<file path="src/vcache_cfg.svh">
// --------------------
// array size and bus widths for the vcache row
// include wherever a width or count is needed
// --------------------
`ifndef VCACHE_CFG_SVH
`define VCACHE_CFG_SVH

// tiles side by side in the row
`define VC_NUM_TILES 2

// lines per tile, one word each
`define VC_SETS 8

// word address width
`define VC_ADDR_W 12

// data word width
`define VC_DATA_W 32

`endif

</file>
<file path="src/vcache_pkg.sv">
// --------------------
// shared types for the vcache row: widths, bus structs, tile states
// --------------------
`default_nettype none

`include "vcache_cfg.svh"

package vcache_pkg;

  localparam int unsigned index_width_lp   = $clog2(`VC_SETS);
  localparam int unsigned tag_width_lp     = `VC_ADDR_W - index_width_lp;
  // a single tile still gets a one-bit id
  localparam int unsigned tile_id_width_lp =
    (`VC_NUM_TILES > 1) ? $clog2(`VC_NUM_TILES) : 1;

  typedef logic [`VC_ADDR_W-1:0]       addr_t;
  typedef logic [`VC_DATA_W-1:0]       data_t;
  typedef logic [index_width_lp-1:0]   index_t;
  typedef logic [tag_width_lp-1:0]     tag_t;
  typedef logic [tile_id_width_lp-1:0] tile_id_t;

  // wishbone classic, master to slave
  typedef struct packed {
    logic  cyc;
    logic  stb;
    logic  we;
    addr_t adr;
    data_t dat;
  } wb_req_s;

  // wishbone classic, slave to master
  typedef struct packed {
    logic  ack;
    data_t dat;
  } wb_rsp_s;

  // westward link request
  typedef struct packed {
    logic     valid;
    logic     we;
    tile_id_t tile_id;
    addr_t    addr;
    data_t    data;
  } dma_req_s;

  // eastward read response, claimed by tile_id
  typedef struct packed {
    logic     valid;
    tile_id_t tile_id;
    data_t    data;
  } dma_rsp_s;

  typedef enum logic [2:0] {
    st_idle,
    st_hit_ack,
    st_miss_send,
    st_miss_wait,
    st_write_send,
    st_done
  } tile_state_e;

endpackage

`default_nettype wire

</file>
<file path="src/vcache_tile.sv">
// --------------------
// one vcache tile: direct-mapped, one-word lines, write-through, no write allocate
// core side is a wishbone classic slave, misses and writes go out on the link
// --------------------
`timescale 1ns/1ps
`default_nettype none

`include "vcache_cfg.svh"

module vcache_tile
  #(parameter vcache_pkg::tile_id_t tile_id_p = '0)
  (
    input  wire logic               clk_i
    , input  wire logic             rst_i

    , input  wire vcache_pkg::wb_req_s core_req_i
    , output vcache_pkg::wb_rsp_s      core_rsp_o

    , output vcache_pkg::dma_req_s     dma_req_o
    , input  wire logic                dma_ready_i
    , input  wire vcache_pkg::dma_rsp_s dma_rsp_i
  );

  import vcache_pkg::*;

  tile_state_e state_q;
  tile_state_e state_d;

  // line storage, only the valid bits are cleared
  logic [`VC_SETS-1:0] valid_q;
  tag_t                tag_mem  [`VC_SETS];
  data_t               data_mem [`VC_SETS];

  // request held while the FSM works on it
  addr_t  addr_q;
  data_t  data_q;

  index_t idx_i;
  tag_t   tag_i;
  index_t idx_q;
  tag_t   tag_q;
  logic   req_start;
  logic   hit_i;
  logic   hit_q;
  logic   rsp_mine;

  // lookup for the incoming core request
  assign idx_i     = core_req_i.adr[index_width_lp-1:0];
  assign tag_i     = core_req_i.adr[`VC_ADDR_W-1:index_width_lp];
  assign req_start = core_req_i.cyc && core_req_i.stb;
  assign hit_i     = valid_q[idx_i] && (tag_mem[idx_i] == tag_i);

  // lookup for the held request
  assign idx_q = addr_q[index_width_lp-1:0];
  assign tag_q = addr_q[`VC_ADDR_W-1:index_width_lp];
  assign hit_q = valid_q[idx_q] && (tag_mem[idx_q] == tag_q);

  assign rsp_mine = dma_rsp_i.valid && (dma_rsp_i.tile_id == tile_id_p);

  always_comb begin
    state_d = state_q;
    case (state_q)
      st_idle: begin
        if (req_start) begin
          if (core_req_i.we) begin
            state_d = st_write_send;
          end else if (hit_i) begin
            state_d = st_hit_ack;
          end else begin
            state_d = st_miss_send;
          end
        end
      end
      st_hit_ack: begin
        state_d = st_idle;
      end
      st_miss_send: begin
        if (dma_ready_i) begin
          state_d = st_miss_wait;
        end
      end
      st_miss_wait: begin
        if (rsp_mine) begin
          state_d = st_done;
        end
      end
      st_write_send: begin
        // ack follows acceptance by the local stage
        if (dma_ready_i) begin
          state_d = st_done;
        end
      end
      st_done: begin
        state_d = st_idle;
      end
      default: begin
        state_d = st_idle;
      end
    endcase
  end

  always_ff @(posedge clk_i) begin
    if (rst_i) begin
      state_q <= st_idle;
    end else begin
      state_q <= state_d;
    end
  end

  always_ff @(posedge clk_i) begin
    if (rst_i) begin
      valid_q <= '0;
    end else if (state_q == st_miss_wait && rsp_mine) begin
      valid_q[idx_q] <= 1'b1;
    end
  end

  always_ff @(posedge clk_i) begin
    if (state_q == st_idle && req_start) begin
      addr_q <= core_req_i.adr;
      // write data to send, or the hit word to return
      data_q <= core_req_i.we ? core_req_i.dat : data_mem[idx_i];
    end
    if (state_q == st_miss_wait && rsp_mine) begin
      data_q          <= dma_rsp_i.data;
      tag_mem[idx_q]  <= tag_q;
      data_mem[idx_q] <= dma_rsp_i.data;
    end
    // a write only refreshes a line it hits
    if (state_q == st_write_send && dma_ready_i && hit_q) begin
      data_mem[idx_q] <= data_q;
    end
  end

  assign core_rsp_o.ack = (state_q == st_hit_ack) || (state_q == st_done);
  assign core_rsp_o.dat = data_q;

  assign dma_req_o.valid   = (state_q == st_miss_send) || (state_q == st_write_send);
  assign dma_req_o.we      = (state_q == st_write_send);
  assign dma_req_o.tile_id = tile_id_p;
  assign dma_req_o.addr    = addr_q;
  assign dma_req_o.data    = data_q;

endmodule

`default_nettype wire

</file>
<file path="src/dma_link_stage.sv">
// --------------------
// one hop of the link: requests move west, responses move east
// upstream traffic wins over the local tile
// --------------------
`timescale 1ns/1ps
`default_nettype none

module dma_link_stage
  (
    input  wire logic clk_i
    , input  wire logic rst_i

    , input  wire vcache_pkg::dma_req_s up_req_i
    , output logic                      up_ready_o

    , input  wire vcache_pkg::dma_req_s loc_req_i
    , output logic                      loc_ready_o

    , output vcache_pkg::dma_req_s      dn_req_o
    , input  wire logic                 dn_ready_i

    , input  wire vcache_pkg::dma_rsp_s rsp_i
    , output vcache_pkg::dma_rsp_s      rsp_o
  );

  import vcache_pkg::*;

  dma_req_s req_q;
  dma_rsp_s rsp_q;

  logic drain;
  logic space;
  logic take_up;
  logic take_loc;

  // register frees up when it is empty or leaving this cycle
  assign drain = req_q.valid && dn_ready_i;
  assign space = !req_q.valid || dn_ready_i;

  assign up_ready_o  = space;
  assign loc_ready_o = space && !up_req_i.valid;

  assign take_up  = up_req_i.valid && up_ready_o;
  assign take_loc = loc_req_i.valid && loc_ready_o;

  always_ff @(posedge clk_i) begin
    if (rst_i) begin
      req_q.valid <= 1'b0;
    end else if (take_up) begin
      req_q <= up_req_i;
    end else if (take_loc) begin
      req_q <= loc_req_i;
    end else if (drain) begin
      req_q.valid <= 1'b0;
    end
  end

  assign dn_req_o = req_q;

  // responses are never stalled
  always_ff @(posedge clk_i) begin
    if (rst_i) begin
      rsp_q.valid <= 1'b0;
    end else begin
      rsp_q <= rsp_i;
    end
  end

  assign rsp_o = rsp_q;

endmodule

`default_nettype wire

</file>
<file path="src/dma_mem_bridge.sv">
// --------------------
// west edge of the link, turns each request into one wishbone memory cycle
// read data goes back east tagged with the requesting tile
// --------------------
`timescale 1ns/1ps
`default_nettype none

module dma_mem_bridge
  (
    input  wire logic clk_i
    , input  wire logic rst_i

    , input  wire vcache_pkg::dma_req_s req_i
    , output logic                      ready_o
    , output vcache_pkg::dma_rsp_s      rsp_o

    , output vcache_pkg::wb_req_s       mem_req_o
    , input  wire vcache_pkg::wb_rsp_s  mem_rsp_i
  );

  import vcache_pkg::*;

  typedef enum logic {
    br_idle,
    br_busy
  } br_state_e;

  br_state_e state_q;
  dma_req_s  req_q;
  dma_rsp_s  rsp_q;

  assign ready_o = (state_q == br_idle);

  always_ff @(posedge clk_i) begin
    if (rst_i) begin
      state_q <= br_idle;
    end else if (state_q == br_idle && req_i.valid) begin
      state_q <= br_busy;
    end else if (state_q == br_busy && mem_rsp_i.ack) begin
      state_q <= br_idle;
    end
  end

  // held for the whole memory cycle
  always_ff @(posedge clk_i) begin
    if (state_q == br_idle && req_i.valid) begin
      req_q <= req_i;
    end
  end

  // writes end silently, reads answer one cycle after ack
  always_ff @(posedge clk_i) begin
    if (rst_i) begin
      rsp_q.valid <= 1'b0;
    end else if (state_q == br_busy && mem_rsp_i.ack && !req_q.we) begin
      rsp_q <= '{valid: 1'b1, tile_id: req_q.tile_id, data: mem_rsp_i.dat};
    end else begin
      rsp_q.valid <= 1'b0;
    end
  end

  assign rsp_o = rsp_q;

  always_comb begin
    mem_req_o.cyc = (state_q == br_busy);
    mem_req_o.stb = (state_q == br_busy);
    mem_req_o.we  = req_q.we;
    mem_req_o.adr = req_q.addr;
    mem_req_o.dat = req_q.data;
  end

endmodule

`default_nettype wire

</file>
<file path="src/vcache_array_top.sv">
// --------------------
// row of vcache tiles sharing one memory port through a chain of link stages
// stage c sits west of tile c, the bridge sits west of stage 0
// --------------------
`timescale 1ns/1ps
`default_nettype none

`include "vcache_cfg.svh"

module vcache_array_top
  (
    input  wire logic clk_i
    , input  wire logic rst_i

    , input  wire vcache_pkg::wb_req_s [`VC_NUM_TILES-1:0] core_req_i
    , output vcache_pkg::wb_rsp_s      [`VC_NUM_TILES-1:0] core_rsp_o

    , output vcache_pkg::wb_req_s      mem_req_o
    , input  wire vcache_pkg::wb_rsp_s mem_rsp_i
  );

  import vcache_pkg::*;

  localparam int num_tiles_lp = `VC_NUM_TILES;

  // chain_req[c] enters stage c from the east, chain_req[0] feeds the bridge
  dma_req_s [num_tiles_lp:0]   chain_req;
  logic     [num_tiles_lp:0]   chain_ready;
  // chain_rsp[c+1] is what stage c shows its tile
  dma_rsp_s [num_tiles_lp:0]   chain_rsp;

  dma_req_s [num_tiles_lp-1:0] loc_req;
  logic     [num_tiles_lp-1:0] loc_ready;

  // nothing arrives from east of the last tile
  assign chain_req[num_tiles_lp] = '0;

  for (genvar c = 0; c < num_tiles_lp; c++) begin : g_col
    vcache_tile #(
      .tile_id_p(tile_id_t'(c))
    ) vcache_tile_i (
      .clk_i(clk_i)
      ,.rst_i(rst_i)
      ,.core_req_i(core_req_i[c])
      ,.core_rsp_o(core_rsp_o[c])
      ,.dma_req_o(loc_req[c])
      ,.dma_ready_i(loc_ready[c])
      ,.dma_rsp_i(chain_rsp[c+1])
    );

    dma_link_stage dma_link_stage_i (
      .clk_i(clk_i)
      ,.rst_i(rst_i)
      ,.up_req_i(chain_req[c+1])
      ,.up_ready_o(chain_ready[c+1])
      ,.loc_req_i(loc_req[c])
      ,.loc_ready_o(loc_ready[c])
      ,.dn_req_o(chain_req[c])
      ,.dn_ready_i(chain_ready[c])
      ,.rsp_i(chain_rsp[c])
      ,.rsp_o(chain_rsp[c+1])
    );
  end

  dma_mem_bridge dma_mem_bridge_i (
    .clk_i(clk_i)
    ,.rst_i(rst_i)
    ,.req_i(chain_req[0])
    ,.ready_o(chain_ready[0])
    ,.rsp_o(chain_rsp[0])
    ,.mem_req_o(mem_req_o)
    ,.mem_rsp_i(mem_rsp_i)
  );

endmodule

`default_nettype wire

</file>
<file path="config.mk">
export PLATFORM = sky130hd
export DESIGN_NAME = vcache_array_top
export DESIGN_NICKNAME = d
export VERILOG_FILES = /design/src/vcache_pkg.sv /design/src/vcache_tile.sv /design/src/dma_link_stage.sv /design/src/dma_mem_bridge.sv /design/src/vcache_array_top.sv
export VERILOG_INCLUDE_DIRS = /design/src
export SDC_FILE = /design/constraint.sdc
export NUM_CORES = 1
export LEC_CHECK = 0
export BUFFER_PORTS_ARGS = -buffer_cell sky130_fd_sc_hd__buf_4
export CAP_MARGIN = 20
export CORE_ASPECT_RATIO = 1.4
export CORE_MARGIN = 1.5
export CORE_UTILIZATION = 50
export CTS_CLUSTER_SIZE = 24
export DETAILED_ROUTE_END_ITERATION = 10
export GPL_ROUTABILITY_DRIVEN = 1
export PLACE_DENSITY = 0.68
export SYNTH_ARGS = -nofsm -noshare
export SYNTH_HDL_FRONTEND = slang
export SYNTH_HIERARCHICAL = 1
export SYNTH_SLANG_ARGS = --single-unit
</file>
<file path="constraint.sdc">
create_clock -name clk_i -period 7.95 [get_ports clk_i]
set_input_delay 0.3975 -clock clk_i [delete_from_list [all_inputs] [get_ports clk_i]]
set_output_delay 0.3975 -clock clk_i [all_outputs]
set_load 0.1 [all_outputs]
</file>
==> impl_results.md <==
* Synth warn at 6
* Iteration-0 DRC count of the detailed router at 1592
* RSZ-0062 raised after global routing: no
* Final Skew at 0.0274 ns
* PwrDens at 258 nW/um^2
* CP Class: reg -> reg
* Hold Vio Cnt, Final at 0
* Final setup TNS at 0 ns
* Endpoints failing setup at 0
* Height of the die at 347 um
* EDFF count, synth at 981
* Avg Inst Size Synth at 18.6 sq um
* TritonCTS clock tree: done
* Starting Density at 0.507
* Setup slack at placement at 3.23 ns
* Post-Route WL at 99600 um
* Failing checks: design-rule violations
* Yosys top cell area share at 0.698
* Outcome: complete, but fails checks
* Largest net degree at the start of global routing at 70
* DP HPWL at 64200 um
* Post-Layout Inst Area at 48400 sq um
* Seq/Total Area, Yosys at 0.715
* CP bufs+invs at 1
* TritonCTS buffer count at 95
* #FFs+latches synth at 1015
* Top Metal Used: met5
* Fmax achieved at 220 MHz
* Yosys cell types at 67
* Placed cells at 3437
* Reg clk slew, reported paths at 0.06 ns
* Final cell utilization of the core at 0.582
* Simple-Gate Fraction of Synth Area at 0.0334
* Die ar. at 86100 sq um
* PnR Total Power at 12.5 mW
* Final Cycle Share at 0.571
* Area grow syn2layout at 14.8%
* Metal1 wirelength at 38900 um
* PnR worst setup slack at 3.41 ns
* Worst slew pin tran at 1.12 ns
* Synth Area in Adders at 0
* Chip width at 248 um
* Synth area leaders: edfxtp_1, mux4_2, mux2i_1
* Clk root buf: clkbuf_16
* Vias per inst at 5.84
* Post-DP Area at 44500 sq um
* Max-cap viol count at 0
* Slowest cell on the critical path: or4_1
* Startpoint Class: register
* Gr ovfl total at 0
* Synth Area in Compound Gates at 0.0275
* Diodes inserted at 0
* Multiplexer share of the synthesized area at 0.182
* CP Capture Type: register
* Number of cell rows at 125
* Core Area at 83200 sq um
* Crit path max fanout at 32
* Met2 WL at 50900 um
* Met3 Wirelength at 6580 um
* WP data arrival at 4.84 ns
* Hold_ws at 0.0926 ns
* Tmin final at 4.54 ns
* Vias in the first global route at 22100
* NumNets Final at 2642
* Hold crit path type: in -> reg
* Largest family of logic cells by synthesized area: multiplexers
* Critical Path Max Stage Delay at 0.97 ns
* First-pass GRT wire length at 146000 um
* CP cell instances: mux4_2 > mux2i_1 > xor2_1 > o2111ai_1 > or4_1 > a2111oi_4 > buf_4
* Post-Synth XOR/XNOR Area at 0.00602
* GRT Util Overall at 0.232
* CTS max path bufs at 3
* Clock sinks at 1015
* FFs w/ async S/R, synth at 0
* IR drop worst, VDD at 227 uV
* Routability cong. at 0.844
* First drt pass iteration count at 8
* Synth Cell Area at 42200 sq um
* WL per Instance at 27.1 um
* Slew Limit Fails at 0
* H-tree levels at 3
* Routed Antenna Nets at 0
* Cells after synthesis at 2262
* DR DRC count at 19
* Commonest non-fill, non-tap cell in the layout: edfxtp_1
* Leak pwr at 16.4 nW
* Top Ports at 242
* Rel. slew slack at 0.249
* Biggest area consumer among synthesized cells: edfxtp_1
* Clock Latency Late Sink at 0.68 ns
* Vias at 21400
* Leading cell types in the layout, fill and taps excluded: edfxtp_1, buf_4, mux4_2
* Number of port buffers at 241
* Req. time, crit path at 8.25 ns
* Post-synth top flop: edfxtp_1
* Initial antenna violation count at 4
* Post-Layout Cell Count at 3669
* Share of cells above drive strength 1 at 0.321
* CP delay by family, top: simple AND/OR/NAND/NOR gates
-- worst reg2reg max path, delay by kind of cell (launching register included) --
| kind | cells | cell delay [ns] |
|---|---|---|
| simple gates | 1 | 0.98 |
| compound gates | 2 | 0.73 |
| xor+xnor | 1 | 0.19 |
| buf+inv | 1 | 0.50 |
| flops | 1 | 0.94 |
| mux | 2 | 0.78 |
-- cell usage after synthesis, drive strengths merged, types with 9 or more instances --
| cell type | n |
|---|---|
| nand3 | 9 |
| mux4 | 187 |
| clkbuf | 49 |
| mux2i | 123 |
| xor2 | 19 |
| edfxtp | 981 |
| a21oi | 77 |
| nor2b | 20 |
| nand2b | 11 |
| dfxtp | 34 |
| o21ai | 70 |
| xnor2 | 10 |
| nor3 | 18 |
| nor2 | 117 |
| nand2 | 88 |
| mux2 | 170 |
| buf | 183 |
-- registers in the layout (all words and copies together) (netlist names), named ones only --
register / cells
g_col.dma_link_stage_i/dn_req_o: 94
dma_mem_bridge_i/req_q: 1
g_col.dma_link_stage_i/rsp_o: 68
g_col.vcache_tile_i/addr_q: 24
g_col.vcache_tile_i/data_q: 64
g_col.vcache_tile_i/valid_q: 16
dma_mem_bridge_i/state_q: 1
dma_mem_bridge_i/mem_req_o: 45
g_col.vcache_tile_i/tag_mem: 144
dma_mem_bridge_i/rsp_o: 34
g_col.vcache_tile_i/data_mem: 512
g_col.vcache_tile_i/state_q: 6
-- routing by layer --
metal / GRT usage / up-vias
met5: 0 / -
met4: 0.0869 / 4
met3: 0.0403 / 133
met2: 0.401 / 797
met1: 0.295 / 11200
li1: - / 9317
-- worst paths after layout --
path                                                 start                                      to  slack, ns  depth (start not counted)
worst min register to register  dma_mem_bridge_i/rsp_o[20]     g_col[0].dma_link_stage_i/rsp_o[20]       0.41                          0
worst max register to register                    register  g_col[0].vcache_tile_i/data_mem[0][17]       3.41                          7
worst min-delay path                        core_req_i[56]        g_col[1].vcache_tile_i/data_q[9]       0.09                          3
worst max-delay path                              register  g_col[0].vcache_tile_i/data_mem[0][17]       3.41                          7
-- logic make-up after synthesis --
family / after synthesis
buffers and inverters: 239
other: 3
and+or+nand+nor: 298
AOI/OAI and AO/OA: 198
xor gates and xnor gates: 29
muxes: 480
DFF: 1015
-- area by class of cell --
class | count | area (sq um)
well taps | 1079 | 1350
inverters | 7 | 31.3
clock inverters | 68 | 813
clock buffers | 106 | 2440
flip-flops and latches | 1015 | 30100
multi-input cells | 1056 | 10900
fillers | 6140 | 34800
repair buffers | 338 | 2730
-- power breakdown --
part           total (mW)  switching (mW)  internal (mW)  leakage (nW)
Sequential           6.32           0.219           6.11          9.23
Clock                4.73            1.98           2.74          1.57
Combinational        1.45           0.967          0.479          5.65
-- repair_timing --
item / 4_1_cts / 5_1_grt
resized for setup: 0 / 0
setup buffers: 0 / 0
endpoints found under the hold margin: 51 / 0
hold buffers: 51 / 0
(Power assumes the default switching activity.)
